[src/mipsPkg.sv]
package mipsPkg;

    localparam int DataWidth = 32;
    localparam int MulSteps  = 32;

    // ~~~~~~~~~~~~~~~~~~~~~~~~~~~~~~~~~~~~~~~~~~~~~~~~~~~~~~~~~~~~~~~~~~~
    // APB address map.
    // ~~~~~~~~~~~~~~~~~~~~~~~~~~~~~~~~~~~~~~~~~~~~~~~~~~~~~~~~~~~~~~~~~~~
    localparam logic [11:0] AddrInstr   = 12'h000;
    localparam logic [11:0] AddrHi      = 12'h004;
    localparam logic [11:0] AddrLo      = 12'h008;
    localparam logic [11:0] AddrRegBase = 12'h080;

    // ~~~~~~~~~~~~~~~~~~~~~~~~~~~~~~~~~~~~~~~~~~~~~~~~~~~~~~~~~~~~~~~~~~~
    // Instruction encodings.
    // ~~~~~~~~~~~~~~~~~~~~~~~~~~~~~~~~~~~~~~~~~~~~~~~~~~~~~~~~~~~~~~~~~~~
    typedef enum logic [5:0] {
        OpAlu   = 6'h00,
        OpAddi  = 6'h08,
        OpAddiu = 6'h09,
        OpSlti  = 6'h0a,
        OpSltiu = 6'h0b,
        OpAndi  = 6'h0c,
        OpOri   = 6'h0d,
        OpXori  = 6'h0e,
        OpLui   = 6'h0f,
        OpMull  = 6'h1c
    } opcodeE;

    // SPECIAL2 function field values as they sit in the instruction word.
    localparam logic [5:0] Sp2Madd  = 6'h00;
    localparam logic [5:0] Sp2Maddu = 6'h01;
    localparam logic [5:0] Sp2Mul   = 6'h02;
    localparam logic [5:0] Sp2Msub  = 6'h04;
    localparam logic [5:0] Sp2Msubu = 6'h05;

    // SPECIAL codes keep their own value. SPECIAL2 ops move to 6'h38 + code
    // and the immediate forms to 6'h30 + opcode[2:0].
    typedef enum logic [5:0] {
        FnSll   = 6'h00,
        FnSrl   = 6'h02,
        FnSra   = 6'h03,
        FnSllv  = 6'h04,
        FnSrlv  = 6'h06,
        FnSrav  = 6'h07,
        FnMovz  = 6'h0a,
        FnMovn  = 6'h0b,
        FnMfhi  = 6'h10,
        FnMthi  = 6'h11,
        FnMflo  = 6'h12,
        FnMtlo  = 6'h13,
        FnMult  = 6'h18,
        FnMultu = 6'h19,
        FnAdd   = 6'h20,
        FnAddu  = 6'h21,
        FnSub   = 6'h22,
        FnSubu  = 6'h23,
        FnAnd   = 6'h24,
        FnOr    = 6'h25,
        FnXor   = 6'h26,
        FnNor   = 6'h27,
        FnSlt   = 6'h2a,
        FnSltu  = 6'h2b,
        FnAddi  = 6'h30,
        FnSlti  = 6'h32,
        FnSltiu = 6'h33,
        FnAndi  = 6'h34,
        FnOri   = 6'h35,
        FnXori  = 6'h36,
        FnLui   = 6'h37,
        FnMadd  = 6'h38,
        FnMaddu = 6'h39,
        FnMul   = 6'h3a,
        FnMsub  = 6'h3c,
        FnMsubu = 6'h3d
    } funcE;

    typedef struct packed {
        opcodeE     opcode;
        logic [4:0] rs;
        logic [4:0] rt;
        logic [4:0] rd;
        logic [4:0] shamt;
        logic [5:0] funct;
    } instrT;

    typedef struct packed {
        logic valid;
        logic regDst;
        logic aluOp;
        logic mulOp;
        logic aluSrc;
        logic regWrite;
        logic shiftSel;
        funcE func;
    } ctrlT;

    typedef struct packed {
        logic                 en;
        logic [DataWidth-1:0] data;
    } mulWbT;

endpackage

[src/instrDecoder.sv]
`timescale 1ns/1ps

module instrDecoder (
    input  mipsPkg::instrT instr,
    output mipsPkg::ctrlT  ctrl
);

    import mipsPkg::*;

    // Common control word for the immediate forms.
    function automatic ctrlT immCtrl(input funcE f);
        ctrlT c;
        c          = '0;
        c.valid    = 1'b1;
        c.aluOp    = 1'b1;
        c.aluSrc   = 1'b1;
        c.regWrite = 1'b1;
        c.shiftSel = (f == FnLui);
        c.func     = f;
        return c;
    endfunction

    always_comb
    begin
        ctrl = '0;

        case (instr.opcode)
            OpAlu:
                case (instr.funct)
                    FnAdd, FnAddu, FnSub, FnSubu,
                    FnSll, FnSllv, FnSra, FnSrav, FnSrl, FnSrlv,
                    FnAnd, FnOr, FnXor, FnNor,
                    FnSlt, FnSltu, FnMovn, FnMovz,
                    FnMfhi, FnMflo:
                    begin
                        ctrl.valid    = 1'b1;
                        ctrl.regDst   = 1'b1;
                        ctrl.aluOp    = 1'b1;
                        ctrl.regWrite = 1'b1;
                        ctrl.func     = funcE'(instr.funct);
                    end

                    // HI/LO writers live in the multiplier.
                    FnMult, FnMultu, FnMthi, FnMtlo:
                    begin
                        ctrl.valid = 1'b1;
                        ctrl.mulOp = 1'b1;
                        ctrl.func  = funcE'(instr.funct);
                    end

                    default:;
                endcase

            OpMull:
            begin
                ctrl.valid = 1'b1;
                ctrl.mulOp = 1'b1;
                case (instr.funct)
                    Sp2Madd:  ctrl.func = FnMadd;
                    Sp2Maddu: ctrl.func = FnMaddu;
                    Sp2Msub:  ctrl.func = FnMsub;
                    Sp2Msubu: ctrl.func = FnMsubu;

                    Sp2Mul:
                    begin
                        ctrl.func     = FnMul;
                        ctrl.regDst   = 1'b1;
                        ctrl.regWrite = 1'b1;
                    end

                    // CLO, CLZ and anything else.
                    default:
                    begin
                        ctrl.valid = 1'b0;
                        ctrl.mulOp = 1'b0;
                    end
                endcase
            end

            OpAddi, OpAddiu: ctrl = immCtrl(FnAddi);
            OpSlti:          ctrl = immCtrl(FnSlti);
            OpSltiu:         ctrl = immCtrl(FnSltiu);
            OpAndi:          ctrl = immCtrl(FnAndi);
            OpOri:           ctrl = immCtrl(FnOri);
            OpXori:          ctrl = immCtrl(FnXori);
            OpLui:           ctrl = immCtrl(FnLui);

            default:;
        endcase
    end

endmodule

[config.mk]
export PLATFORM = sky130hd
export DESIGN_NAME = instrDecoder
export DESIGN_NICKNAME = d
export VERILOG_FILES = /design/src/mipsPkg.sv /design/src/instrDecoder.sv
export SDC_FILE = /design/constraint.sdc
export NUM_CORES = 1
export LEC_CHECK = 0
export CORE_AREA = 4 4 41 43
export DETAILED_ROUTE_END_ITERATION = 10
export DIE_AREA = 0 0 45 47
export DONT_BUFFER_PORTS = 1
export PLACE_DENSITY = 0.44
export SETUP_SLACK_MARGIN = 0.1
export SYNTH_ARGS = -nofsm -noshare
export SYNTH_HDL_FRONTEND = slang
export SYNTH_SLANG_ARGS = --single-unit
[constraint.sdc]
create_clock -name vclk -period 2.9
set_input_delay 0.58 -clock vclk [all_inputs]
set_output_delay 0.58 -clock vclk [all_outputs]
set_load 0.005 [all_outputs]
==> impl_metrics.yaml <==
logic_synthesis:
  synthSimpleGateAreaFrac: 0.581
  synth.area.top_cells: "nand2_1 18%, o21ai_0 10%, nor4_4 7.3%"
  synth_warnings: 0
  synthAdderAreaFrac: 0
  syn_inst: 48
  synth_mux_area_frac: 0
  synth_area_per_cell_um2: 6.10
  synth_top_family_by_area: "simple AND/OR/NAND/NOR gates"
  synth_xor_area_frac: 0
  synth_top_area_cell: "nand2_1"
  synth-compound-area-share: 0.380
  synth_top_area_frac: 0.179
  ys_seq_area_frac: 0
  yosys.cell_types.count: 23
  syn_nets: 80
  netlist_area_um2: 293
layout:
  multi_input_area_um2: 282
  nFillCells: 157
  drive_above_1_share: 0.163
  post-route-util: 0.245
  insertedDiodeCount: 0
  area_growth_pct: 8.97
  fin_nets: 83
  seq_cells: 0
  register_area_um2: 0
  clock_buffers: 0
pwr:
  pwr-share-seq: 0
  switching_share: 0.584
  power_frac_clock: 0
  p_int_uw: 9.75
  combinationalPowerShare: 1.000
  p_sw_uw: 13.7
  power.density_nw_per_um2: 73.5
  power_leakage_uw: 0.000129
  ir_drop_mv: 0.0355
cts:
  post_cts_buffers: 0
  hold_buffers: 0
  cts-resized-gates: 0
critical_path:
  crit_type: "in2out"
  critPathCaptureType: "output port"
  critPathLaunchType: "input pin"
  worstPathRequired_ns: 2.32
  crit_end: "ctrl[7]"
  cp_max_fo: 8
  crit_arrival_ns: 1.79
  critPathLaunch: "instr[27]"
die:
  initial_core_util: 0.225
  ios: 45
  coreArea_um2: 1300
  die_h_um: 47
  dieArea_um2: 2120
  rows: 13
  fp.dieW_um: 45
global_routing:
  grt.total_usage: 0.0819
  grt_start_max_net_pins: 9
  antenna_found_initial: 0
  gr-total-overflow: 0
  grt_pass1_wl_um: 1350
  grt_pass1_vias: 314
sta:
  finalCritPeriodShare: 0.819
  fin_crit_ns: 2.37
  clock.fmax_mhz: 421
  slew_headroom: 0.768
  setup_slack_ns: 0.526
  rsz0062_at_grt: "no"
  tns_ns: 0
  hold_viol: 0
  worst_pin_slew_ns: 0.346
  slew_viol_final: 0
  setup_violations: 0
placed_design:
  gp_congestion: 0.725
  hpwl_um: 808
  post-place-ws_ns: 0.523
  portBuffers: 0
route:
  dr.pass1.iters: 4
  drt_wl_total_um: 926
  vias: 378
  antenna_left: 0
  drc: 0
  wl_per_cell_um: 14.5
  avgViaCountPerCell: 5.91
  drtIter0Drc: 17
worst_hold_path:
  hold_start: "instr[27]"
  hold_path.class: "in2out"
status:
  outcome: "complete, no violations"
job:
  cap_violations: 0
## cells in the final DEF, fill, tap and decap left out, drive strengths merged
cell / synthesis / layout
a21oi: 1 / 1
a31oi: 2 / 2
and2: 1 / 1
and3: 1 / 1
buf: 0 / 1
inv: 3 / 3
nand2: 14 / 14
nand3: 2 / 2
nor2: 4 / 4
nor3: 3 / 3
nor4: 1 / 1
o2111a: 1 / 1
o211a: 1 / 1
o21a: 1 / 1
o21ai: 8 / 8
o311ai: 1 / 1
o32ai: 1 / 1
or2: 1 / 1
or4: 1 / 1
or4b: 1 / 1
## metrics by stage
| stage | total power (uW) | instances | hold WS (ns) | area [um^2] |
|---|---|---|---|---|
| finish | 23.5 | 64 | 1.27 | 319 |
| detailed placement | 23.7 | 64 | 1.28 | 319 |
| CTS | 23.8 | 64 | 1.28 | 319 |
| floorplan | 18.0 | 48 | 1.26 | 293 |
| global route | 26.1 | 64 | 1.29 | 319 |
| global placement | 23.6 | 64 | 1.27 | 319 |
## synth_stat cells
cell type  count
o21a_1         1
or4_1          1
nand3_1        1
inv_2          1
and2_1         1
o32ai_1        1
a31oi_1        2
o311ai_2       1
o21ai_1        2
o211a_1        1
nor2_1         4
nand2_1       14
o2111a_1       1
or4b_4         1
nor3_4         1
a21oi_1        1
o21ai_0        6
nor4_4         1
inv_1          2
and3_1         1
nand3_2        1
or2_2          1
nor3_1         2
## worst min path at each step
stage	end	slack [ns]	cells after the start
floorplan	ctrl[2]	1.26	2
global placement	ctrl[2]	1.27	2
detailed placement	ctrl[1]	1.28	2
CTS	ctrl[1]	1.28	2
global route	ctrl[2]	1.29	2
finish	ctrl[1]	1.27	2
## worst max-delay path, stage by stage
cell and delay [ns]:
or4_1 0.57, nor3_4 0.30, o21ai_1 0.20, nand3_1 0.14
## area by class of cell
cell class | count | share of cell area
Inverter | 3 | 0.0353
Tap cell | 15 | 0.0588
Multi-Input combinational cell | 45 | 0.882
Timing Repair Buffer | 1 | 0.0235
## power by group through the flow
stage	clock network, uW	registers (uW)	logic [uW]
global placement	0	0	23.6
finish	0	0	23.5
floorplan	0	0	18.0
CTS	0	0	23.8
global route	0	0	26.1
detailed placement	0	0	23.7
## per-layer routing
layer  global-route usage  vias up  wire (um)  share of wire
met3              0.00766        0        138           0.15
li1                     -      182          -              -
met4                    0        0          0              0
met2                0.102       30        337           0.36
met5                    0        -          0              0
met1                0.149      166        450           0.49
## cell families after synthesis
group,Yosys count
AND/OR/NAND/NOR,29
AO/OA/AOI/OAI,16
buffers and inverters,3
No activity file was read; power rests on OpenSTA's default activity.
