--- src/mipsPkg.sv ---
package mipsPkg;

    localparam int DataWidth = 32;
    localparam int MulSteps  = 32;

    // ~~~~~~~~~~~~~~~~~~~~~~~~~~~~~~~~~~~~~~~~~~~~~~~~~~~~~~~~~~~~~~~~~~~
    // APB address map.
    // ~~~~~~~~~~~~~~~~~~~~~~~~~~~~~~~~~~~~~~~~~~~~~~~~~~~~~~~~~~~~~~~~~~~
    localparam logic [11:0] AddrInstr   = 12'h000;
    localparam logic [11:0] AddrHi      = 12'h004;
    localparam logic [11:0] AddrLo      = 12'h008;
    localparam logic [11:0] AddrRegBase = 12'h080;

    // ~~~~~~~~~~~~~~~~~~~~~~~~~~~~~~~~~~~~~~~~~~~~~~~~~~~~~~~~~~~~~~~~~~~
    // Instruction encodings.
    // ~~~~~~~~~~~~~~~~~~~~~~~~~~~~~~~~~~~~~~~~~~~~~~~~~~~~~~~~~~~~~~~~~~~
    typedef enum logic [5:0] {
        OpAlu   = 6'h00,
        OpAddi  = 6'h08,
        OpAddiu = 6'h09,
        OpSlti  = 6'h0a,
        OpSltiu = 6'h0b,
        OpAndi  = 6'h0c,
        OpOri   = 6'h0d,
        OpXori  = 6'h0e,
        OpLui   = 6'h0f,
        OpMull  = 6'h1c
    } opcodeE;

    // SPECIAL2 function field values as they sit in the instruction word.
    localparam logic [5:0] Sp2Madd  = 6'h00;
    localparam logic [5:0] Sp2Maddu = 6'h01;
    localparam logic [5:0] Sp2Mul   = 6'h02;
    localparam logic [5:0] Sp2Msub  = 6'h04;
    localparam logic [5:0] Sp2Msubu = 6'h05;

    // SPECIAL codes keep their own value. SPECIAL2 ops move to 6'h38 + code
    // and the immediate forms to 6'h30 + opcode[2:0].
    typedef enum logic [5:0] {
        FnSll   = 6'h00,
        FnSrl   = 6'h02,
        FnSra   = 6'h03,
        FnSllv  = 6'h04,
        FnSrlv  = 6'h06,
        FnSrav  = 6'h07,
        FnMovz  = 6'h0a,
        FnMovn  = 6'h0b,
        FnMfhi  = 6'h10,
        FnMthi  = 6'h11,
        FnMflo  = 6'h12,
        FnMtlo  = 6'h13,
        FnMult  = 6'h18,
        FnMultu = 6'h19,
        FnAdd   = 6'h20,
        FnAddu  = 6'h21,
        FnSub   = 6'h22,
        FnSubu  = 6'h23,
        FnAnd   = 6'h24,
        FnOr    = 6'h25,
        FnXor   = 6'h26,
        FnNor   = 6'h27,
        FnSlt   = 6'h2a,
        FnSltu  = 6'h2b,
        FnAddi  = 6'h30,
        FnSlti  = 6'h32,
        FnSltiu = 6'h33,
        FnAndi  = 6'h34,
        FnOri   = 6'h35,
        FnXori  = 6'h36,
        FnLui   = 6'h37,
        FnMadd  = 6'h38,
        FnMaddu = 6'h39,
        FnMul   = 6'h3a,
        FnMsub  = 6'h3c,
        FnMsubu = 6'h3d
    } funcE;

    typedef struct packed {
        opcodeE     opcode;
        logic [4:0] rs;
        logic [4:0] rt;
        logic [4:0] rd;
        logic [4:0] shamt;
        logic [5:0] funct;
    } instrT;

    typedef struct packed {
        logic valid;
        logic regDst;
        logic aluOp;
        logic mulOp;
        logic aluSrc;
        logic regWrite;
        logic shiftSel;
        funcE func;
    } ctrlT;

    typedef struct packed {
        logic                 en;
        logic [DataWidth-1:0] data;
    } mulWbT;

endpackage

--- src/apbIssuePort.sv ---
`timescale 1ns/1ps

module apbIssuePort (
    input  logic                               clk,
    input  logic                               rst,
    input  logic                               pSel,
    input  logic                               pEnable,
    input  logic                               pWrite,
    input  logic [11:0]                        pAddr,
    input  logic [mipsPkg::DataWidth-1:0]      pWData,
    output logic [mipsPkg::DataWidth-1:0]      pRData,
    output logic                               pReady,
    output logic                               pSlvErr,
    output mipsPkg::instrT                     instr,
    output logic                               issue,
    input  mipsPkg::ctrlT                      ctrl,
    input  logic                               busy,
    input  logic [2*mipsPkg::DataWidth-1:0]    hiLo,
    output logic [4:0]                         apbAddr,
    output logic [mipsPkg::DataWidth-1:0]      apbWData,
    output logic                               apbWrEn,
    input  logic [mipsPkg::DataWidth-1:0]      apbRData
);

    import mipsPkg::*;

    logic access;
    logic isInstr;
    logic isHi;
    logic isLo;
    logic isReg;
    logic mulStall;
    logic issued;

    // ~~~~~~~~~~~~~~~~~~~~~~~~~~~~~~~~~~~~~~~~~~~~~~~~~~~~~~~~~~~~~~~~~~~
    // Address decode.
    // ~~~~~~~~~~~~~~~~~~~~~~~~~~~~~~~~~~~~~~~~~~~~~~~~~~~~~~~~~~~~~~~~~~~
    assign access  = pSel && pEnable;
    assign isInstr = (pAddr == AddrInstr);
    assign isHi    = (pAddr == AddrHi);
    assign isLo    = (pAddr == AddrLo);
    assign isReg   = ((pAddr & ~12'h07c) == AddrRegBase);

    assign apbAddr  = pAddr[6:2];
    assign apbWData = pWData;
    assign apbWrEn  = access && pWrite && isReg;

    // Multiply-class ops hold the bus. MTHI and MTLO finish at once.
    assign mulStall = ctrl.mulOp && !(ctrl.func inside {FnMthi, FnMtlo});
    assign issue    = access && pWrite && isInstr && !issued && ctrl.valid;

    // Instruction is captured in the setup cycle for decode in the access cycle.
    always_ff @(posedge clk)
    begin
        if (pSel && !pEnable && pWrite && isInstr)
            instr <= instrT'(pWData);
    end

    always_ff @(posedge clk)
    begin
        if (rst)
            issued <= 1'b0;
        else if (issue)
            issued <= mulStall;
        else if (access && pReady)
            issued <= 1'b0;
    end

    // HI and LO are loaded through MTHI and MTLO. Their APB view is read-only.
    always_comb
    begin
        pReady  = 1'b0;
        pSlvErr = 1'b0;
        pRData  = '0;
        if (access)
        begin
            pReady = 1'b1;
            if (isInstr)
            begin
                pRData = instr;
                if (pWrite && issued)
                    pReady = !busy;
                else if (pWrite && !ctrl.valid)
                    pSlvErr = 1'b1;
                else if (pWrite && mulStall)
                    pReady = 1'b0;
            end
            else if (isHi && !pWrite)
                pRData = hiLo[2*DataWidth-1:DataWidth];
            else if (isLo && !pWrite)
                pRData = hiLo[DataWidth-1:0];
            else if (isReg)
                pRData = apbRData;
            else
                pSlvErr = 1'b1;
        end
    end

endmodule

--- config.mk ---
export PLATFORM = sky130hd
export DESIGN_NAME = apbIssuePort
export DESIGN_NICKNAME = d
export VERILOG_FILES = /design/src/mipsPkg.sv /design/src/apbIssuePort.sv
export SDC_FILE = /design/constraint.sdc
export NUM_CORES = 1
export LEC_CHECK = 0
export ABC_AREA = 1
export BUFFER_PORTS_ARGS = -buffer_cell sky130_fd_sc_hd__buf_2
export CAP_MARGIN = 25
export CORE_AREA = 2 2 104 106
export CTS_CLUSTER_DIAMETER = 50
export DETAILED_ROUTE_END_ITERATION = 7
export DIE_AREA = 0 0 106 108
export PLACE_DENSITY = 0.59
export SLEW_MARGIN = 0
export SYNTH_ARGS = -nofsm -noshare
export SYNTH_HDL_FRONTEND = slang
export SYNTH_SLANG_ARGS = --single-unit
--- constraint.sdc ---
create_clock -name clk -period 4.8 [get_ports clk]
set_clock_uncertainty 0.1 [all_clocks]
set_input_delay 0.24 -clock clk [delete_from_list [all_inputs] [get_ports clk]]
set_output_delay 0.24 -clock clk [all_outputs]
set_load 0.005 [all_outputs]
==> flow_metrics.env, run 1 <==
export IMPL_period_share=0.556
export IMPL_synth_top_family_by_area="simple AND/OR/NAND/NOR gates"
export IMPL_timing_rr_start="issued"
export IMPL_ys_seq_area_frac=0.358
export IMPL_arrival_ns=2.33
export IMPL_r2r_end="issued"
export IMPL_ant_nets=0
export IMPL_crit_path_cell_trace="buf_2, nor2_2, inv_2, nor2_4, buf_4, nand2_2, inv_1, buf_16, nand3_1, nand2_1, nor2_1, nor2_1, buf_2"
export IMPL_drive_gt1_frac=0.456
export IMPL_slew_headroom=0.490
export IMPL_top_layer="met4"
export IMPL_power_density_nw_per_um2=173
export IMPL_cts_setup_buffers=0
export IMPL_path_class="input port to primary output"
export IMPL_synthTopCellsByArea="edfxtp_1 (35%), nand2_1 (15%), nand3_1 (12%), buf_4 (10%), nor2_1 (9.6%)"
export IMPL_path_clk_slew_ns=0.07
export IMPL_cts_tree="done"
export IMPL_synth_top_area_share=0.351
export IMPL_grt_pass1_wl_mm=15.8
export IMPL_whs_path_depth=2
export IMPL_min_from="rst"
export IMPL_ys_seq_elements=33
export IMPL_path_buf_inv=6
export IMPL_p_comb_frac=0.165
export IMPL_worstHoldEndpoint="issued"
export IMPL_maxCapViolCount=0
export IMPL_required_ns=4.46
export IMPL_final_cell_area_um2=4000
export IMPL_synth_largest_area_cell="edfxtp_1"
export IMPL_p_sw_uw=160
export IMPL_tns_ns=0
export IMPL_yosysWarnings=0
export IMPL_p_int_uw=531
export IMPL_area_growth_pct=46.0
export IMPL_core_area_um2=10200
export IMPL_drtIter0Drc=212
export IMPL_worstSetupStartpointType="input port"
export IMPL_ys_dominant_reg_cell="edfxtp_1"
export IMPL_r2r_cells=9
export IMPL_m1WireLength_mm=4.35
export IMPL_reg2reg_slack_ns=3.63
export IMPL_synthCells=405
export IMPL_synth_area_per_cell_um2=6.77
export IMPL_htreeDepth=2
export IMPL_fmax_mhz=374
export IMPL_nNetsFinal=774
export IMPL_outcome="completed"
export IMPL_synthSimpleGateAreaFrac=0.405
export IMPL_met3WireLength_um=819
export IMPL_hp_class="input port to register"
export IMPL_grt_max_degree=68
export IMPL_leakage_uw=0.00221
export IMPL_die_w_um=106
export IMPL_dieArea_um2=11400
export IMPL_ios=264
export IMPL_power_frac_seq=0.456
export IMPL_grt_pass1_vias=3287
export IMPL_hold_buffers=0
export IMPL_drc=0
export IMPL_power_frac_clock=0.379
export IMPL_synth_most_common_cell="nand2_1"
export IMPL_track_usage=0.174
export IMPL_synth_nets=564
export IMPL_drt_pass1_iterations=4
export IMPL_n_fill_cell=1102
export IMPL_synth_edf_count=32
export IMPL_cp_end_kind="primary output"
export IMPL_rsz0062_at_grt="no"
export IMPL_worst_path_dominant_cell_family="buffers and inverters"
export IMPL_peakVddDrop_uv=126
export IMPL_wl_met2_mm=5.36
export IMPL_insertion_delay_ns=0.27
export IMPL_hpwl_mm=7.84
export IMPL_worst_slew_pin_slew_ns=0.763
export IMPL_cts_path_max_buffers=2
export IMPL_worstPathMaxFanout=34
export IMPL_switching_share=0.232
export IMPL_synth_distinct_cells=22
export IMPL_synth_mux_area_frac=0
export IMPL_synth_adder_area_share=0
export IMPL_period_minus_slack_ns=2.67
export IMPL_setup_violations=0
export IMPL_syn_area_um2=2740
export IMPL_fp_dieH_um=108
export IMPL_start_util=0.268
export IMPL_cts_resized=0
export IMPL_synth_compound_area_frac=0.0657
export IMPL_hold_viol=0
export IMPL_numCtsBuffers=5
export IMPL_power_total_uw=691
export IMPL_overflow=0
export IMPL_clkSinkCount=33
export IMPL_final_core_util=0.391
export IMPL_drv_slew=0
export IMPL_rows=37
export IMPL_antenna_found_initial=0
export IMPL_async_flop_share=0
export IMPL_dr_total_vias=3450
export IMPL_antenna_cells=0
export IMPL_place_congestion=0.827
export IMPL_dpl_cell_area_um2=3860
export IMPL_viasPerCell=4.59
export IMPL_io_buffer_count=257
export IMPL_critPathSlowestCell="inv_1"
export IMPL_worst_path_largest_cell_delay_ns=0.53
export IMPL_clk_root_buffer_cell="clkbuf_8"
export IMPL_totalWireLength_mm=10.7
export IMPL_synth_xor_area_frac=0
export IMPL_ys_top_cells_by_count="nand2_1 (107), nor2_1 (70), nand3_1 (68), buf_4 (37), edfxtp_1 (32)"
export IMPL_wl_per_cell_um=14.2
-- area by class of cell --
class / instances / area (um^2) / share of cell area
Sequential cell: 33 / 981 / 0.245
Clock buffer: 6 / 72.6 / 0.0181
Inverter: 14 / 52.6 / 0.0131
Tap cell: 136 / 170 / 0.0425
Multi-Input combinational cell: 296 / 1310 / 0.326
Timing Repair Buffer: 265 / 1390 / 0.346
Clock inverter: 2 / 33.8 / 0.00844
-- flip-flops by register name (all words and copies together) (netlist names) --
signal,count
instr,32
issued,1
-- power by group through the flow --
stage	clock network, uW	registers, uW	logic [uW]
2_1_floorplan	0	322	45.1
3_3_place_gp	0	322	111
3_5_place_dp	0	322	113
4_1_cts	272	315	113
5_1_grt	282	315	126
6_report	262	315	114
-- cell usage in the layout (no fill, tap or decap), types with 2 or more instances in the layout --
cell and instances:
buf_4 5, nand3b_1 2, o21ai_0 27, clkbuf_8 5, a21oi_1 4, inv_1 12, o21ai_1 5, nor2_2 3
buf_2 257, nor2_4 2, nor3_1 2, inv_2 2, edfxtp_1 32, nand4_1 3, nand2_1 107, nand3_1 68
nor2_1 69
-- worst reg2reg max path, cell delays in order, from the launching register on --
cell	delay, ns
dfxtp_1	0.34
inv_1	0.08
nand2_1	0.05
nor2_1	0.08
nand3_1	0.08
nand2_1	0.06
nand2_1	0.04
nand2_1	0.08
nand2_1	0.06
a21oi_1	0.12
-- layer usage --
layer	GRT usage	vias to the layer above
met5	0	-
met4	0.0611	0
met3	0.0313	8
met2	0.326	182
met1	0.197	1545
li1	-	1715
-- logic make-up (layout without fill, tap and decap cells) --
group,Yosys count,count (layout)
buffers and inverters,76,287
AND/OR/NAND/NOR,260,260
AO/OA/AOI/OAI,36,36
flip-flops,33,33
-- how the worst max path moves through the flow --
| stage | slack [ns] | from | cells after the start | end |
|---|---|---|---|---|
| after floorplan | 1.04 | pAddr[1] | 8 | instr[0] |
| after global placement | 1.90 | pAddr[1] | 12 | pRData[30] |
| after detailed placement | 1.91 | pAddr[1] | 10 | instr[14] |
| after CTS | 2.12 | pAddr[1] | 13 | pRData[21] |
| after global routing | 1.95 | pAddr[1] | 13 | pRData[31] |
| final | 2.13 | pAddr[1] | 13 | pRData[10] |
-- stage by stage --
step           cells  hold slack [ns]  worst slack, ns
2_1_floorplan    405            0.209             1.04
4_1_cts          750          0.00412             2.12
3_5_place_dp     742            0.307             1.91
5_1_grt          752          0.00706             1.95
6_report         752           0.0168             2.13
3_3_place_gp     741            0.304             1.90
Power figures use the tool's default switching activity.
==> run 2: changes to the inputs <==
ABC_AREA = 0   (was 1)
CORE_AREA = 2 2 103 105   (was 2 2 104 106)
DIE_AREA = 0 0 105 107   (was 0 0 106 108)
PLACE_DENSITY = 0.6   (was 0.59)
clock period = 2.6 ns   (was 4.8 ns; I/O delays follow)
==> flow_metrics.env, run 2 <==
export IMPL_outcome="completed"
export IMPL_htreeDepth=2
export IMPL_synth_distinct_cells=30
export IMPL_timing_rr_start="issued"
export IMPL_async_flop_share=0
export IMPL_layout_commonest_cell="buf_2"
export IMPL_reg2reg_slack_ns=1.48
export IMPL_grt_pass1_vias=3343
export IMPL_path_clk_slew_ns=0.07
export IMPL_finalHoldWorstSlack_ns=0.0422
export IMPL_worstSetupStartpoint="pAddr[5]"
export IMPL_synth_nets=479
export IMPL_fmax_mhz=448
export IMPL_area_growth_pct=56.8
export IMPL_grt_most_used_layer="met2"
export IMPL_drc=0
export IMPL_insertion_delay_ns=0.28
export IMPL_rsz0062_at_grt="no"
export IMPL_worstPathMaxFanout=32
export IMPL_hp_class="input port to register"
export IMPL_largest_register="instr"
export IMPL_ys_top_cells_by_count="a21oi_1 (68), buf_4 (37), nand2_1 (35), nand2b_1 (33)"
export IMPL_track_usage=0.191
export IMPL_maxCapViolCount=0
export IMPL_antenna_found_initial=0
export IMPL_nNetsFinal=720
export IMPL_totalWireLength_mm=11.5
export IMPL_largest_reg_flops=32
export IMPL_drtIter0Drc=187
export IMPL_drv_slew=0
export IMPL_clk_root_buffer_cell="clkbuf_8"
export IMPL_overflow=0
export IMPL_die_w_um=105
export IMPL_synth_edf_count=32
export IMPL_ant_nets=0
export IMPL_min_from="busy"
export IMPL_required_ns=2.37
export IMPL_arrival_ns=2.00
export IMPL_wl_per_cell_um=16.5
export IMPL_met2_usage=0.360
export IMPL_clkSinkCount=33
export IMPL_antenna_cells=0
export IMPL_drt_pass1_iterations=4
export IMPL_ys_seq_elements=33
export IMPL_hpwl_mm=7.98
export IMPL_grt_max_degree=38
export IMPL_syn_area_um2=2720
export IMPL_drive_gt1_frac=0.497
export IMPL_layout_common_cells="buf_2 (257), a21oi_1 (68), nand2_1 (35)"
export IMPL_peakVddDrop_uv=179
export IMPL_power_density_nw_per_um2=305
export IMPL_top_regs="instr: 32 flops, issued: 1 flops"
export IMPL_dr_total_vias=3409
export IMPL_ios=264
export IMPL_rows=37
export IMPL_synthCells=320
export IMPL_synthTopCellsByArea="edfxtp_1 (35%), a21oi_1 (13%), o211a_1 (12%), buf_4 (10%), nand2b_1 (7.6%)"
export IMPL_numCtsBuffers=5
export IMPL_synth_most_common_cell="a21oi_1"
export IMPL_grt_pass1_wl_mm=16.8
export IMPL_period_share=0.858
export IMPL_synth_area_per_cell_um2=8.49
export IMPL_slew_headroom=0.473
export IMPL_yosysWarnings=0
export IMPL_ys_seq_area_frac=0.361
export IMPL_viasPerCell=4.89
export IMPL_cts_path_max_buffers=2
export IMPL_tns_ns=0
export IMPL_start_util=0.269
export IMPL_place_congestion=0.815
export IMPL_period_minus_slack_ns=2.23
export IMPL_leakage_uw=0.00224
export IMPL_worst_slew_pin_slew_ns=0.791
export IMPL_core_area_um2=10100
export IMPL_hold_viol=0
export IMPL_met3_usage=0.0395
export IMPL_io_buffer_count=257
export IMPL_synth_largest_area_cell="edfxtp_1"
export IMPL_ys_dominant_reg_cell="edfxtp_1"
export IMPL_cts_tree="done"
export IMPL_setup_violations=0
export IMPL_synth_top_area_share=0.354
export IMPL_fp_dieH_um=107
export IMPL_grtUsageMet1=0.215
export IMPL_path_class="input port to primary output"
export IMPL_worstSetupStartpointType="input port"
export IMPL_cp_end_kind="primary output"
export IMPL_cts_resized=0
export IMPL_dieArea_um2=11200
==> run 2: layout make-up <==
class,count,area (um^2)
clock buffer,5,68.8
clock inverter,2,11.3
fill,1023,5830
multi-input combinational,222,1330
sequential,33,981
tap,136,170
timing repair buffer,299,1700
==> run 2: kinds of logic after synthesis <==
family,after synthesis,synth area share
AOI/OAI and AO/OA,136,0.312
buffers and inverters,65,0.152
DFF,33,0.361
and+or+nand+nor,86,0.175
==> run 2: critical path, cell delays in order <==
cell	delay, ns
buf_2	0.11
nor4_1	0.29
nand2_1	0.23
nor3_2	0.21
nand2b_2	0.47
o211a_1	0.43
buf_2	0.13
==> run 2: path summary, 6_finish.rpt <==
kind / cells after the start / to
worst min-delay path: 3 / issued
worst max register to register: 4 / issued
worst max-delay path: 7 / pRData[22]
worst min register to register: 2 / issued
==> run 2: timing repair <==
action,CTS,global route
setup buffers,0,0
hold buffers,33,0
hold endpoints to repair,33,0
==> run 2: stage by stage <==
stage               std cells  cell area, um^2  power, uW   util  setup slack, ns
floorplan                 320             2720        746      -            0.239
global placement          657             3850        885  0.381            0.407
detailed placement        657             3850        891  0.381            0.363
CTS                       697             4260       1320  0.422            0.350
global route              697             4260       1380  0.422            0.224
finish                    697             4260       1300  0.422            0.369
==> run 2: layer usage <==
metal	share of wire	up-vias
li1	-	1601
met1	0.39	1600
met2	0.52	196
met3	0.073	12
met4	0.013	0
met5	0	-
==> run 2: power by group <==
part	switching, uW	internal (uW)
combinational	157	182
clock	200	180
sequential	0.0140	582
total	357	944
==> run 3: changes to the inputs <==
CTS_BUF_LIST = sky130_fd_sc_hd__clkbuf_4   (was not set)
GPL_TIMING_DRIVEN = 0   (was not set)
==> flow_metrics.env, run 3 (synthesized netlist as in run 2, its figures left out) <==
export IMPL_outcome="completed"
export IMPL_p_int_uw=911
export IMPL_grt_pass1_vias=3512
export IMPL_track_usage=0.194
export IMPL_drt_pass1_iterations=4
export IMPL_r2r_cells=5
export IMPL_cts_path_max_buffers=2
export IMPL_clkSinkCount=33
export IMPL_htreeDepth=2
export IMPL_setup_violations=0
export IMPL_nNetsFinal=774
export IMPL_arrival_ns=2.01
export IMPL_drive_gt1_frac=0.510
export IMPL_whs_path_depth=2
export IMPL_switching_share=0.289
export IMPL_worst_slew_pin_slew_ns=0.816
export IMPL_overflow=0
export IMPL_path_clk_slew_ns=0.11
export IMPL_ios=264
export IMPL_insertion_delay_ns=0.36
export IMPL_io_buffer_count=254
export IMPL_met3_usage=0.0486
export IMPL_final_core_util=0.451
export IMPL_power_frac_seq=0.454
export IMPL_p_sw_uw=370
export IMPL_period_share=0.821
export IMPL_ant_nets=0
export IMPL_rsz0062_at_grt="no"
export IMPL_layout_commonest_cell="buf_2"
export IMPL_n_fill_cell=1030
export IMPL_path_class="input port to register"
export IMPL_hpwl_mm=8.87
export IMPL_period_minus_slack_ns=2.14
export IMPL_layout_common_cells="buf_2 (260), a21oi_1 (68), buf_4 (37)"
export IMPL_maxCapViolCount=0
export IMPL_largest_reg_flops=32
export IMPL_viasPerCell=4.69
export IMPL_start_util=0.269
export IMPL_dr_total_vias=3529
export IMPL_clk_root_buffer_cell="clkbuf_4"
export IMPL_drc=0
export IMPL_fmax_mhz=468
export IMPL_dieArea_um2=11200
export IMPL_power_density_nw_per_um2=281
export IMPL_regArea_um2=981
export IMPL_required_ns=2.47
export IMPL_hp_class="input port to primary output"
export IMPL_drtIter0Drc=158
export IMPL_antenna_cells=0
export IMPL_worstSetupStartpointType="input port"
export IMPL_die_w_um=105
export IMPL_rows=37
export IMPL_leakage_uw=0.00244
export IMPL_cp_end_kind="register"
export IMPL_worstPathMaxFanout=32
export IMPL_cts_tree="done"
export IMPL_top_regs="instr: 32 flops, issued: 1 flops"
export IMPL_slew_headroom=0.456
export IMPL_core_area_um2=10100
export IMPL_peakVddDrop_uv=158
export IMPL_worst_slack_ns=0.465
export IMPL_grt_max_degree=33
export IMPL_largest_register="instr"
export IMPL_grtUsageMet1=0.217
export IMPL_totalWireLength_mm=11.7
export IMPL_antenna_found_initial=0
export IMPL_numCtsBuffers=5
export IMPL_pre_cts_slack_ns=0.0305
export IMPL_multi_input_area_um2=1330
export IMPL_place_congestion=0.800
export IMPL_fp_dieH_um=107
export IMPL_area_growth_pct=67.6
export IMPL_p_comb_frac=0.292
export IMPL_grt_pass1_wl_mm=17.2
export IMPL_grt_most_used_layer="met2"
export IMPL_power_total_uw=1280
export IMPL_wl_per_cell_um=15.5
export IMPL_hold_viol=0
export IMPL_drv_slew=0
export IMPL_finalHoldWorstSlack_ns=0.327
export IMPL_tns_ns=0
export IMPL_met2_usage=0.358
export IMPL_power_frac_clock=0.254
run 3: cell count changes in the layout (fill, tap and decap cells not counted), moves of 2 or more:
cell and delta:
buf_4 +29, clkbuf_1 +19, clkbuf_4 +6, clkbuf_8 -5, buf_2 +3, buf_6 +3, clkinv_2 +2
run 3: what timing repair did:
action | 4_1_cts | 5_1_grt
hold buffers | 34 | 0
endpoints found under the hold margin | 33 | 0
buffers inserted | 0 | 0
gates resized for setup | 0 | 0
run 3: path summary, 6_finish.rpt:
check,startpoint,end,slack [ns]
worst min-delay path,pAddr[2],apbAddr[0],0.33
worst max register to register,issued,issued,0.88
worst max-delay path,pAddr[5],instr[8],0.46
worst min register to register,issued,issued,0.99
run 3: cell type report:
type	instances	area share
plain buffers	65	0.0906
clock buffers	6	0.00989
clock inverters	2	0.00220
multi-input cells	222	0.291
flip-flops and latches	33	0.215
well taps	136	0.0374
repair buffers	288	0.354
run 3: metal layers:
| layer | vias to the layer above | part of all wire |
|---|---|---|
| li1 | 1710 | - |
| met1 | 1639 | 0.39 |
| met2 | 163 | 0.52 |
| met3 | 17 | 0.074 |
| met4 | 0 | 0.018 |
| met5 | - | 0 |
run 3: power groups by stage:
stage / combinational (uW) / clock [uW] / sequential, uW
after floorplan: 152 / 0 / 594
after global placement: 329 / 0 / 594
after detailed placement: 334 / 0 / 594
after CTS: 373 / 338 / 582
after global routing: 412 / 355 / 582
final: 374 / 325 / 582
run 3: worst max-delay path, cell delays in order:
cell and delay (ns):
buf_2 0.11, nor4_1 0.26, nand2_1 0.28, nor4_4 0.42
and3b_2 0.80
run 3: per-stage QoR:
stage	cells	area [um^2]
global route	752	4560
detailed placement	710	4160
floorplan	320	2720
finish	752	4560
global placement	710	4160
CTS	752	4560
