## src/mipsPkg.sv

```systemverilog
package mipsPkg;

    localparam int DataWidth = 32;
    localparam int MulSteps  = 32;

    // ~~~~~~~~~~~~~~~~~~~~~~~~~~~~~~~~~~~~~~~~~~~~~~~~~~~~~~~~~~~~~~~~~~~
    // APB address map.
    // ~~~~~~~~~~~~~~~~~~~~~~~~~~~~~~~~~~~~~~~~~~~~~~~~~~~~~~~~~~~~~~~~~~~
    localparam logic [11:0] AddrInstr   = 12'h000;
    localparam logic [11:0] AddrHi      = 12'h004;
    localparam logic [11:0] AddrLo      = 12'h008;
    localparam logic [11:0] AddrRegBase = 12'h080;

    // ~~~~~~~~~~~~~~~~~~~~~~~~~~~~~~~~~~~~~~~~~~~~~~~~~~~~~~~~~~~~~~~~~~~
    // Instruction encodings.
    // ~~~~~~~~~~~~~~~~~~~~~~~~~~~~~~~~~~~~~~~~~~~~~~~~~~~~~~~~~~~~~~~~~~~
    typedef enum logic [5:0] {
        OpAlu   = 6'h00,
        OpAddi  = 6'h08,
        OpAddiu = 6'h09,
        OpSlti  = 6'h0a,
        OpSltiu = 6'h0b,
        OpAndi  = 6'h0c,
        OpOri   = 6'h0d,
        OpXori  = 6'h0e,
        OpLui   = 6'h0f,
        OpMull  = 6'h1c
    } opcodeE;

    // SPECIAL2 function field values as they sit in the instruction word.
    localparam logic [5:0] Sp2Madd  = 6'h00;
    localparam logic [5:0] Sp2Maddu = 6'h01;
    localparam logic [5:0] Sp2Mul   = 6'h02;
    localparam logic [5:0] Sp2Msub  = 6'h04;
    localparam logic [5:0] Sp2Msubu = 6'h05;

    // SPECIAL codes keep their own value. SPECIAL2 ops move to 6'h38 + code
    // and the immediate forms to 6'h30 + opcode[2:0].
    typedef enum logic [5:0] {
        FnSll   = 6'h00,
        FnSrl   = 6'h02,
        FnSra   = 6'h03,
        FnSllv  = 6'h04,
        FnSrlv  = 6'h06,
        FnSrav  = 6'h07,
        FnMovz  = 6'h0a,
        FnMovn  = 6'h0b,
        FnMfhi  = 6'h10,
        FnMthi  = 6'h11,
        FnMflo  = 6'h12,
        FnMtlo  = 6'h13,
        FnMult  = 6'h18,
        FnMultu = 6'h19,
        FnAdd   = 6'h20,
        FnAddu  = 6'h21,
        FnSub   = 6'h22,
        FnSubu  = 6'h23,
        FnAnd   = 6'h24,
        FnOr    = 6'h25,
        FnXor   = 6'h26,
        FnNor   = 6'h27,
        FnSlt   = 6'h2a,
        FnSltu  = 6'h2b,
        FnAddi  = 6'h30,
        FnSlti  = 6'h32,
        FnSltiu = 6'h33,
        FnAndi  = 6'h34,
        FnOri   = 6'h35,
        FnXori  = 6'h36,
        FnLui   = 6'h37,
        FnMadd  = 6'h38,
        FnMaddu = 6'h39,
        FnMul   = 6'h3a,
        FnMsub  = 6'h3c,
        FnMsubu = 6'h3d
    } funcE;

    typedef struct packed {
        opcodeE     opcode;
        logic [4:0] rs;
        logic [4:0] rt;
        logic [4:0] rd;
        logic [4:0] shamt;
        logic [5:0] funct;
    } instrT;

    typedef struct packed {
        logic valid;
        logic regDst;
        logic aluOp;
        logic mulOp;
        logic aluSrc;
        logic regWrite;
        logic shiftSel;
        funcE func;
    } ctrlT;

    typedef struct packed {
        logic                 en;
        logic [DataWidth-1:0] data;
    } mulWbT;

endpackage

```

## src/alu.sv

```systemverilog
`timescale 1ns/1ps

module alu (
    input  mipsPkg::ctrlT                      ctrl,
    input  mipsPkg::instrT                     instr,
    input  logic                               issue,
    input  logic [mipsPkg::DataWidth-1:0]      rsData,
    input  logic [mipsPkg::DataWidth-1:0]      rtData,
    input  logic [2*mipsPkg::DataWidth-1:0]    hiLo,
    output logic [mipsPkg::DataWidth-1:0]      wbData,
    output logic                               wbEn
);

    import mipsPkg::*;

    logic [DataWidth-1:0] immExt;
    logic [DataWidth-1:0] opB;
    logic [4:0]           shAmt;
    logic                 moveOk;

    always_comb
    begin
        if (ctrl.shiftSel)
            immExt = {instr[15:0], 16'h0000};
        else if (ctrl.func inside {FnAddi, FnSlti, FnSltiu})
            immExt = {{16{instr[15]}}, instr[15:0]};
        else
            immExt = {16'h0000, instr[15:0]};
    end

    assign opB   = ctrl.aluSrc ? immExt : rtData;
    assign shAmt = (ctrl.func inside {FnSllv, FnSrlv, FnSrav}) ? rsData[4:0] : instr.shamt;

    always_comb
    begin
        case (ctrl.func)
            FnAdd, FnAddu, FnAddi: wbData = rsData + opB;
            FnSub, FnSubu:         wbData = rsData - opB;
            FnSll, FnSllv:         wbData = opB << shAmt;
            FnSrl, FnSrlv:         wbData = opB >> shAmt;
            FnSra, FnSrav:         wbData = $signed(opB) >>> shAmt;
            FnAnd, FnAndi:         wbData = rsData & opB;
            FnOr, FnOri:           wbData = rsData | opB;
            FnXor, FnXori:         wbData = rsData ^ opB;
            FnNor:                 wbData = ~(rsData | opB);
            FnSlt, FnSlti:
                wbData = {{(DataWidth-1){1'b0}}, $signed(rsData) < $signed(opB)};
            FnSltu, FnSltiu:
                wbData = {{(DataWidth-1){1'b0}}, rsData < opB};
            FnMovn, FnMovz:        wbData = rsData;
            FnMfhi:                wbData = hiLo[2*DataWidth-1:DataWidth];
            FnMflo:                wbData = hiLo[DataWidth-1:0];
            FnLui:                 wbData = opB;
            default:               wbData = '0;
        endcase
    end

    // Conditional moves drop the write when rt fails the test.
    always_comb
    begin
        case (ctrl.func)
            FnMovn:  moveOk = |rtData;
            FnMovz:  moveOk = ~|rtData;
            default: moveOk = 1'b1;
        endcase
    end

    assign wbEn = issue && ctrl.aluOp && ctrl.regWrite && moveOk;

endmodule

```

## config.mk

```make
export PLATFORM = sky130hd
export DESIGN_NAME = alu
export DESIGN_NICKNAME = d
export VERILOG_FILES = /design/src/mipsPkg.sv /design/src/alu.sv
export SDC_FILE = /design/constraint.sdc
export NUM_CORES = 1
export LEC_CHECK = 0
export BUFFER_PORTS_ARGS = -buffer_cell sky130_fd_sc_hd__buf_2
export CAP_MARGIN = 10
export CORE_MARGIN = 3
export CORE_UTILIZATION = 30
export DETAILED_ROUTE_END_ITERATION = 8
export GPL_TIMING_DRIVEN = 0
export PLACE_DENSITY = 0.51
export SYNTH_ARGS = -nofsm -noshare
export SYNTH_HDL_FRONTEND = slang
export SYNTH_SLANG_ARGS = --single-unit
```

## constraint.sdc

```tcl
create_clock -name vclk -period 14.4
set_input_delay 3.6 -clock vclk [all_inputs]
set_output_delay 3.6 -clock vclk [all_outputs]
set_load 0.02 [all_outputs]
```

==> results of run 1 <==
==> final cells by class <==
type	count	area share [%]
Buffer	129	4.66
Inverter	99	3.15
Multi-Input combinational cell	1383	79.3
Tap cell	448	4.76
Timing Repair Buffer	189	8.09
==> cells by family (layout without fill, tap and decap cells) <==
| family | after synthesis | after routing |
|---|---|---|
| multiplexers | 99 | 99 |
| XOR/XNOR | 12 | 12 |
| adder cells (fa/ha/maj) | 98 | 98 |
| AND/OR/NAND/NOR | 527 | 527 |
| buffers and inverters | 228 | 417 |
| AO/OA/AOI/OAI | 647 | 647 |
==> through the flow <==
stage / power, uW / hold slack, ns / std cells
after CTS: 579 / 7.53 / 2247
after detailed placement: 577 / 7.53 / 2247
after global routing: 629 / 7.57 / 2248
after global placement: 580 / 7.53 / 2244
final: 609 / 7.53 / 2248
after floorplan: 332 / 7.34 / 1611
==> worst max path at each step <==
stage,slack (ns),to,depth (start not counted)
floorplan,3.51,wbData[31],16
global placement,1.22,wbData[29],17
detailed placement,1.45,wbData[29],17
CTS,1.44,wbData[29],17
global route,1.17,wbData[29],17
finish,1.17,wbData[29],17
==> layout by cell type (no fill, tap or decap), drive strengths merged, types with 13 or more instances in the layout <==
master / instances
o21ai: 107
inv: 98
nor4: 14
o21bai: 18
o211ai: 35
a221o: 18
a222oi: 23
nand3: 34
o21a: 16
a221oi: 43
nand2: 166
a31oi: 33
a211oi: 35
nand4: 15
nor3: 40
buf: 232
a21o: 24
a22oi: 19
o221ai: 15
nor2: 204
mux2i: 82
ha: 96
a21oi: 158
clkbuf: 86
nor2b: 13
o22ai: 19
==> routing by layer <==
metal	track usage [%]	routed length, um	vias to the layer above
li1	-	-	6478
met1	59.1	33800	7484
met2	62.7	32900	1228
met3	8.07	9270	260
met4	22.8	5830	2
met5	0	13	-
==> critical path, delay by kind of cell <==
family	cells	cell delay, ns
adder cells (fa/ha/maj)	1	0.29
AO/OA/AOI/OAI	11	4.46
buffers and inverters	4	1.08
AND/OR/NAND/NOR	1	0.17
==> power groups by stage <==
stage	clock [uW]	sequential (uW)	combinational, uW
after global placement	0	0	580
final	0	0	609
after CTS	0	0	579
after floorplan	0	0	332
after detailed placement	0	0	577
after global routing	0	0	629
==> key figures, run 1 <==
Critical path
  • CP Capture Type: output port
  • Slowest stage delay, CP: 0.83 ns
  • Critical path's slowest cell: a21oi_1
  • Worst EP arrival: 9.63 ns
  • Worst Setup SP: ctrl[6]
  • Most Frequent Cell on Critical Path: a211o_1
  • Critical path fanouts, max: 10
  • WP data required: 10.80 ns
  • Crit start category: primary input
  • Critical Path, Cell by Cell: buf_2 > nor2b_1 > clkbuf_1 > a21oi_1 > inv_1 > ha_1 > a21oi_1 > o21ai_1 > a211o_1 > a41o_1 > a211o_1 > a31oi_1 > o21ai_1 > a211o_1 > o22ai_1 > o2111ai_1 > buf_2
  • CP Class: in -> out

Power
  • Switching power: 435 uW
  • Sw Ratio: 71.4%
  • Reg power frac: 0%
  • Clk pwr share: 0%
  • Worst vdd ir: 0.0249 mV
  • Comb power frac: 100.0%
  • Static leakage: 0.00510 uW
  • Pwr per Cell Area: 51.7 nW/um2
  • Cell Int Power: 174 uW

Global routing
  • Vias in the first global route: 14,200
  • Pin count of the biggest net entering global routing: 12
  • Initial antenna violation count: 2
  • GRT overflow: 0
  • First-pass GRT wire length: 111,000 um
  • Total track usage: a little over two fifths

Min path
  • Worst Hold Depth: 4
  • Hold path startpoint: ctrl[10]
  • Tightest Hold Check Type: in -> out
  • Hold endpoint: wbEn

Route
  • Drt pass-1 iters: 7
  • WL/cell: around 36 um
  • Iteration-0 DRC Markers: 2,426
  • Number of vias per cell: just under 7
  • DRT antenna net count: 0
  • Via count: ~15,000
  • # DRC: 0
  • DRT Wirelength: roughly 80,000 um

Yosys
  • Register area share after synthesis: 0%
  • Synth Area in Simple Gates: 22.8%
  • Post-synthesis cell area: 10,200 um2
  • Post-synth top cells: nor2_1 (203), nand2_1 (166), a21oi_1 (156), o21ai_0 (99), inv_1 (97)
  • Post-synth top area share: 11.7%
  • Synth Area in XOR/XNOR: under 10%
  • Top cells by area, synth: ha_1 (12%), mux2i_1 (7.7%), a21oi_1 (7.6%)
  • Post-synthesis cell count: 1,611
  • Post-synthesis mux area share: 10.9%
  • Yosys warning total: 0
  • Syn Nets: 1,883
  • Combinational family with the most area after synthesis: compound AO/OA/AOI/OAI gates
  • Share of the synthesized area in compound gates (AO/OA/AOI/OAI): 44.2%
  • Number of library cell types mapped by synthesis: between 80 and 90
  • Mean Syn Cell Area: 6.36 um2
  • Synth Area in Adders: 12.1%
  • Largest area contributor in the netlist: ha_1
  • Most frequent cell after synthesis: nor2_1

Layout
  • Filler cell count in the final layout: 3,809
  • Area of the multi-input gates: 9350 um2
  • Final Util: 35.1%
  • Clock buffer count: 0
  • Seq Cell Count: 0
  • Final instance area: 11,800 um2
  • Storage element area: 0 um2
  • Share of cells above drive strength 1: 15.2%
  • Layout Nets: 2,074
  • Ant diodes: 0
  • Synthesis-to-finish area growth: 15.1%

Die
  • Die Height: 191 um
  • Die area: roughly 36,000 um2
  • Core Area: roughly 34,000 um2
  • Io pins: 207
  • Die X: 191 um
  • FP Rows: 67
  • Initial Util: 30.5%

Placed design
  • GPL Wtd Cong: ~1.1
  • Placement Setup Slack: ~1.4 ns
  • Post-DP HPWL: 67,300 um
  • Placed inst area: 11,800 um2
  • IO Port Bufs: 185

Timing
  • Worst-Margin Slew: 1.44 ns
  • Max Fclk: 75.6 MHz
  • Final Hold Vio Count: 0
  • Headroom to the max-slew limit: under 10%
  • Slew Limit Fails: 0
  • RSZ-0062 raised after global routing: no
  • Final setup viols: 0
  • Final setup margin: 1.17 ns
  • Setup TNS: 0 ns
  • Final period utilization: 91.9%
  • Final min period: 13.23 ns

Run
  • Max-Cap Viols: 0

Clocking
  • PostCTS Resize Cnt: 0
  • Setup bufs post-CTS: 0
  • Hold Buf Count CTS: 0

Outcome
  • Status: complete, no violations
No activity file was read; power rests on OpenSTA's default activity.
==> run 2, diff against run 1 <==
--- a/config.mk
+++ b/config.mk
@@ -12,6 +12,7 @@
 export DETAILED_ROUTE_END_ITERATION = 8
 export GPL_TIMING_DRIVEN = 0
 export PLACE_DENSITY = 0.51
+export RECOVER_POWER = 50
 export SYNTH_ARGS = -nofsm -noshare
 export SYNTH_HDL_FRONTEND = slang
 export SYNTH_SLANG_ARGS = --single-unit
==> run 2 against run 1 <==
- global-route usage did not move
- first-iteration DRC count is 0.78% higher
- non-clock buffer count is the same
- cell count unchanged
- critical path type unchanged
- maximum frequency down 3.0%
- the flow now finishes with violations (max-capacitance violations, max-slew violations)
==> key figures, run 2 (same netlist as run 1, synthesis figures left out) <==
Layout
  • Ant diodes: 0 (unchanged)
  • Layout Nets: 2,074 (unchanged)
  • Storage element area: 0 um2 (unchanged)
  • Share of cells above drive strength 1: 14.6% (-0.67 points)
  • Final Util: 35.0% (-0.074 points)
  • Seq Cell Count: 0 (unchanged)
  • Clock buffer count: 0 (unchanged)
  • Final instance area: 11,800 um2 (-0.21%)
  • Most frequent cells in the layout: nor2_1 (203), buf_2 (201), nand2_1 (166), a21oi_1 (156), o21ai_0 (101)
  • Synthesis-to-finish area growth: 14.8%
  • Commonest non-fill, non-tap cell in the layout: nor2_1

Route
  • Via count: 15,400 (-0.50%)
  • # DRC: 0 (unchanged)
  • Drt pass-1 iters: 6 (-1)
  • DRT antenna net count: 0 (unchanged)
  • DRT Wirelength: 81,700 um (about the same)
  • Number of vias per cell: 6.84 (-0.50%)
  • WL/cell: 36.4 um (about the same)
  • Iteration-0 DRC Markers: 2,445 (+0.78%)

Timing
  • Final period utilization: 94.7% (+2.9 points)
  • Final Hold Vio Count: 0 (unchanged)
  • Setup TNS: 0 ns (unchanged)
  • Final setup viols: 0 (unchanged)
  • Final setup margin: 0.759 ns (-0.412 ns)
  • Hold_ws: 7.53 ns (-0.000210 ns)
  • Max Fclk: 73.3 MHz (-3.0%)
  • Worst-Margin Slew: 1.95 ns (+0.515 ns)
  • Final min period: 13.64 ns (+0.412 ns)
  • Slew Limit Fails: 7 (+7)
  • Headroom to the max-slew limit: -31.9% (-36 points)
  • RSZ-0062 raised after global routing: no

Critical path
  • WP data required: 10.80 ns (about the same)
  • Crit start category: primary input
  • CP Capture Type: output port
  • Critical path fanouts, max: 10 (unchanged)
  • Worst Setup SP: ctrl[6]
  • CP Class: in -> out
  • Worst EP arrival: 10.04 ns (+0.41 ns)
  • Critical path destination: wbData[29]

Global routing
  • Total track usage: 42.8% (unchanged)
  • First-pass GRT wire length: 111,000 um (unchanged)
  • Pin count of the biggest net entering global routing: 12 (unchanged)
  • GRT overflow: 0 (unchanged)
  • Vias in the first global route: 14,200 (unchanged)
  • Initial antenna violation count: 2 (unchanged)

Placed design
  • Placed inst area: 11,800 um2 (unchanged)
  • GPL Wtd Cong: 1.13 (unchanged)
  • Placement Setup Slack: 1.45 ns (unchanged)
  • IO Port Bufs: 185 (unchanged)
  • Post-DP HPWL: 67,300 um (unchanged)

Die
  • Core Area: 33,600 um2 (unchanged)
  • Initial Util: 30.5% (unchanged)
  • FP Rows: 67 (unchanged)
  • Io pins: 207 (unchanged)
  • Die X: 191 um (unchanged)
  • Die Height: 191 um (unchanged)
  • Die area: 36,400 um2 (unchanged)

Run
  • Max-Cap Viols: 1 (+1)

Outcome
  • Status: complete, but fails checks
  • Violated checks: max-capacitance violations, max-slew violations

Clocking
  • Hold Buf Count CTS: 0 (unchanged)
  • Setup bufs post-CTS: 0 (unchanged)
  • PostCTS Resize Cnt: 0 (unchanged)

Min path
  • Tightest Hold Check Type: in -> out
  • Worst Hold Depth: 4 (unchanged)

Power
  • Static leakage: 0.00506 uW (-0.76%)
  • Worst vdd ir: 0.0249 mV (+0.23%)
  • Pwr per Cell Area: 51.7 nW/um2 (about the same)
## run 2: final cells by class
cell class	count	area [um2]
fillers	3820	21900
inverters	99	372
plain buffers	129	548
multi-input cells	1383	9340
repair buffers	189	942
well taps	448	561
## run 2: through the flow
step                      power (uW)  instances
final                            607       2248
after global routing             628       2248
after CTS                        579       2247
after detailed placement         577       2247
after global placement           580       2244
after floorplan                  332       1611
## run 2: worst min-delay path by stage
stage | slack [ns] | from | to
floorplan | 7.34 | ctrl[10] | wbEn
CTS | 7.53 | ctrl[10] | wbEn
global placement | 7.53 | ctrl[10] | wbEn
finish | 7.53 | ctrl[10] | wbEn
global route | 7.57 | ctrl[10] | wbEn
detailed placement | 7.53 | ctrl[10] | wbEn
## run 2: routing by layer
metal	part of all wire (%)	vias up	GRT usage (%)	wire (um)
li1	-	6478	-	-
met1	41	7437	59.1	33500
met2	40	1223	62.7	33000
met3	12	234	8.07	9540
met4	6.9	2	22.8	5680
met5	0.016	-	0	13
## run 2: worst max-delay path: stages
cell	delay (ns)
clkbuf_1	0.40
nor2b_1	0.24
clkbuf_1	0.31
a21oi_1	0.83
inv_1	0.29
ha_1	0.29
a21oi_1	0.24
o21ai_0	0.28
a211o_1	0.47
a41o_1	0.35
a211o_1	0.37
a31oi_1	0.52
o21ai_1	0.37
a211o_1	0.34
o22ai_1	0.46
o2111ai_1	0.38
buf_2	0.27
## run 2: report_power, final
group / leakage (uW) / total (uW) / switching (uW) / internal (uW)
sequential: 0 / 0 / 0 / 0
combinational: 0.00506 / 607 / 435 / 173
clock: 0 / 0 / 0 / 0
==> run 3, diff against run 2 <==
--- a/config.mk
+++ b/config.mk
@@ -5,13 +5,14 @@
 export SDC_FILE = /design/constraint.sdc
 export NUM_CORES = 1
 export LEC_CHECK = 0
+export ABC_AREA = 1
 export BUFFER_PORTS_ARGS = -buffer_cell sky130_fd_sc_hd__buf_2
 export CAP_MARGIN = 10
 export CORE_MARGIN = 3
 export CORE_UTILIZATION = 30
 export DETAILED_ROUTE_END_ITERATION = 8
 export GPL_TIMING_DRIVEN = 0
-export PLACE_DENSITY = 0.51
+export PLACE_DENSITY = 0.5
 export RECOVER_POWER = 50
 export SYNTH_ARGS = -nofsm -noshare
 export SYNTH_HDL_FRONTEND = slang
==> run 3 against run 2 <==
- the flow now finishes without violations
- combinational power is essentially flat
- worst setup slack better by 1.2 ns
- via count is 13% higher
- global-route usage is 2.0 points lower
- hold slack improved by 0.016 ns
- largest power group unchanged
==> key figures, run 3 <==
Yosys
  • Top cells by area, synth: nand2_1 (21%), nand3_1 (17%), ha_1 (11%)
  • Share of the synthesized area in compound gates (AO/OA/AOI/OAI): 24.1% (-20 points)
  • Mean Syn Cell Area: 4.97 um2 (-22%)
  • Post-synthesis cell area: 11,000 um2 (+7.6%)
  • Post-synthesis cell count: 2,215 (+37%)
  • Combinational family with the most area after synthesis: simple AND/OR/NAND/NOR gates
  • Yosys warning total: 0 (unchanged)
  • Largest area contributor in the netlist: nand2_1
  • Post-synthesis mux area share: 0% (-11 points)
  • Most frequent cell after synthesis: nand2_1
  • Syn Nets: 2,487 (+32%)
  • Synth Area in XOR/XNOR: 0.636% (-0.39 points)
  • Post-synth top area share: 20.7% (+9.0 points)
  • Post-synth top cells: nand2_1 (608), nand3_1 (377), inv_1 (249), nor2_1 (167), a21oi_1 (154)
  • Synth Area in Simple Gates: 50.5% (+28 points)
  • Number of library cell types mapped by synthesis: 48 (-45%)
  • Synth Area in Adders: 11.3% (-0.85 points)
  • Register area share after synthesis: 0% (unchanged)

Global routing
  • Grt met3 use: 7.15% (-0.92 points)
  • Vias in the first global route: 16,400 (+15%)
  • GRT overflow: 0 (unchanged)
  • GRT Max-Usage Layer: met2
  • Initial antenna violation count: 0 (-2)
  • First-pass GRT wire length: 116,000 um (+4.0%)
  • Pin count of the biggest net entering global routing: 11 (-1)
  • GR met2 Demand/Resource: 65.0% (+2.3 points)
  • GR Util met1: 52.2% (-6.9 points)
  • Total track usage: 40.9% (-2.0 points)

Layout
  • Layout Nets: 2,676 (+29%)
  • Synthesis-to-finish area growth: 13.6%
  • Clock buffer count: 0 (unchanged)
  • Filler cell count in the final layout: 4,319 (+13%)
  • Commonest non-fill, non-tap cell in the layout: nand2_1
  • Share of cells above drive strength 1: 10.7% (-3.9 points)
  • Ant diodes: 0 (unchanged)
  • Seq Cell Count: 0 (unchanged)
  • Most frequent cells in the layout: nand2_1 (608), nand3_1 (377), inv_1 (250), buf_2 (216), nor2_1 (168)
  • Storage element area: 0 um2 (unchanged)

Route
  • DRT antenna net count: 0 (unchanged)
  • WL/cell: 29.2 um (-20%)
  • Drt pass-1 iters: 6 (unchanged)
  • # DRC: 0 (unchanged)
  • Number of vias per cell: 6.08 (-11%)
  • Iteration-0 DRC Markers: 2,242 (-8.3%)
  • Via count: 17,400 (+13%)
  • DRT Wirelength: 83,600 um (+2.3%)

Timing
  • Max Fclk: 80.2 MHz (+9.4%)
  • Final Hold Vio Count: 0 (unchanged)
  • Final period utilization: 86.6% (-8.1 points)
  • Slew Limit Fails: 0 (-7)
  • Final setup viols: 0 (unchanged)
  • RSZ-0062 raised after global routing: no
  • Headroom to the max-slew limit: 21.2% (+53 points)
  • Setup TNS: 0 ns (unchanged)
  • Worst-Margin Slew: 1.18 ns (-0.770 ns)
  • Final setup margin: 1.93 ns (+1.17 ns)
  • Final min period: 12.47 ns (-1.17 ns)

Run
  • Max-Cap Viols: 0 (-1)

Power
  • Pwr per Cell Area: 48.6 nW/um2 (-6.0%)
  • Static leakage: 0.00635 uW (+26%)
  • Worst vdd ir: 0.0215 mV (-14%)

Critical path
  • CP Capture Type: output port
  • Worst Path Buf+Inv: 6 (+2)
  • Critical path fanouts, max: 10 (unchanged)
  • Most Frequent Cell on Critical Path: nand2_1
  • CP Class: in -> out
  • Critical path's slowest cell: o21ai_0
  • Crit start category: primary input
  • WP data required: 10.80 ns (about the same)
  • CP delay by family, top: compound AO/OA/AOI/OAI gates
  • Critical Path, Cell by Cell: buf_2 > inv_1 > nand2_1 > clkbuf_1 > o22ai_1 > inv_1 > ha_1 > inv_1 > o21ai_0 > a21boi_0 > o21ai_0 > nand2_1 > nand2_1 > nand2_1 > nand3_1 > nand3_1 > nor2_1 > nand3_1 > buf_2
  • Worst EP arrival: 8.87 ns (-1.17 ns)
  • Slowest stage delay, CP: 0.75 ns (-0.08 ns)

Die
  • Die X: 198 um (+3.6%)
  • Die Height: 198 um (+3.6%)
  • FP Rows: 69 (+3.0%)
  • Core Area: 35,900 um2 (+6.8%)
  • Die area: 39,100 um2 (+7.3%)
  • Io pins: 207 (unchanged)
  • Initial Util: 30.7% (+0.21 points)

Clocking
  • Setup bufs post-CTS: 0 (unchanged)
  • Hold Buf Count CTS: 0 (unchanged)
  • PostCTS Resize Cnt: 0 (unchanged)

Placed design
  • Placement Setup Slack: 2.32 ns (+0.877 ns)
  • IO Port Bufs: 187 (+1.1%)
  • Post-DP HPWL: 71,300 um (+6.1%)
  • GPL Wtd Cong: 1.05 (-6.5%)

Min path
  • Tightest Hold Check Type: in -> out

Outcome
  • Status: complete, no violations
run 3: kinds of logic after synthesis:
logic type,count (synthesis)
adder cells (fa/ha/maj),98
AO/OA/AOI/OAI,462
XOR/XNOR,8
buffers and inverters,373
AND/OR/NAND/NOR,1274
run 3: metal layers:
layer  up-vias  wire length, um  part of all wire [%]
li1       7880                -                     -
met1      8201            33700                    40
met2      1088            35800                    43
met3       238             7880                   9.4
met4         0             6200                   7.4
met5         -                0                     0
run 3: metrics by stage:
| step | util [%] | power, uW | instance area (um2) | instances | hold WS [ns] |
|---|---|---|---|---|---|
| 2_1_floorplan | - | 344 | 11000 | 2215 | 7.35 |
| 3_3_place_gp | 34.9 | 584 | 12500 | 2863 | 7.54 |
| 3_5_place_dp | 34.9 | 582 | 12500 | 2863 | 7.54 |
| 4_1_cts | 34.9 | 584 | 12500 | 2863 | 7.55 |
| 5_1_grt | 34.8 | 643 | 12500 | 2863 | 7.59 |
| 6_report | 34.8 | 607 | 12500 | 2863 | 7.55 |
run 3: report_power, final:
| group | internal (uW) | total, uW | leakage (uW) | switching, uW |
|---|---|---|---|---|
| registers | 0 | 0 | 0 | 0 |
| logic | 154 | 607 | 0.00635 | 454 |
| clock network | 0 | 0 | 0 | 0 |
run 3: final timing paths:
path / start / slack [ns] / endpoint / depth (start not counted)
worst max-delay path: ctrl[6] / 1.93 / wbData[12] / 19
worst min-delay path: ctrl[7] / 7.55 / wbEn / 4
run 3: area by class of cell:
type                            instances  area (um2)  share of cell area [%]
Inverter                              261         980                    7.83
Buffer                                112         510                    4.08
Multi-Input combinational cell       1842        9520                    76.1
Tap cell                              461         577                    4.61
Timing Repair Buffer                  187         923                    7.38
run 3: worst min-delay path, cell delays in order:
cell and delay, ns:
buf_2 0.10, o2111ai_1 0.06, inv_1 0.04, buf_2 0.15
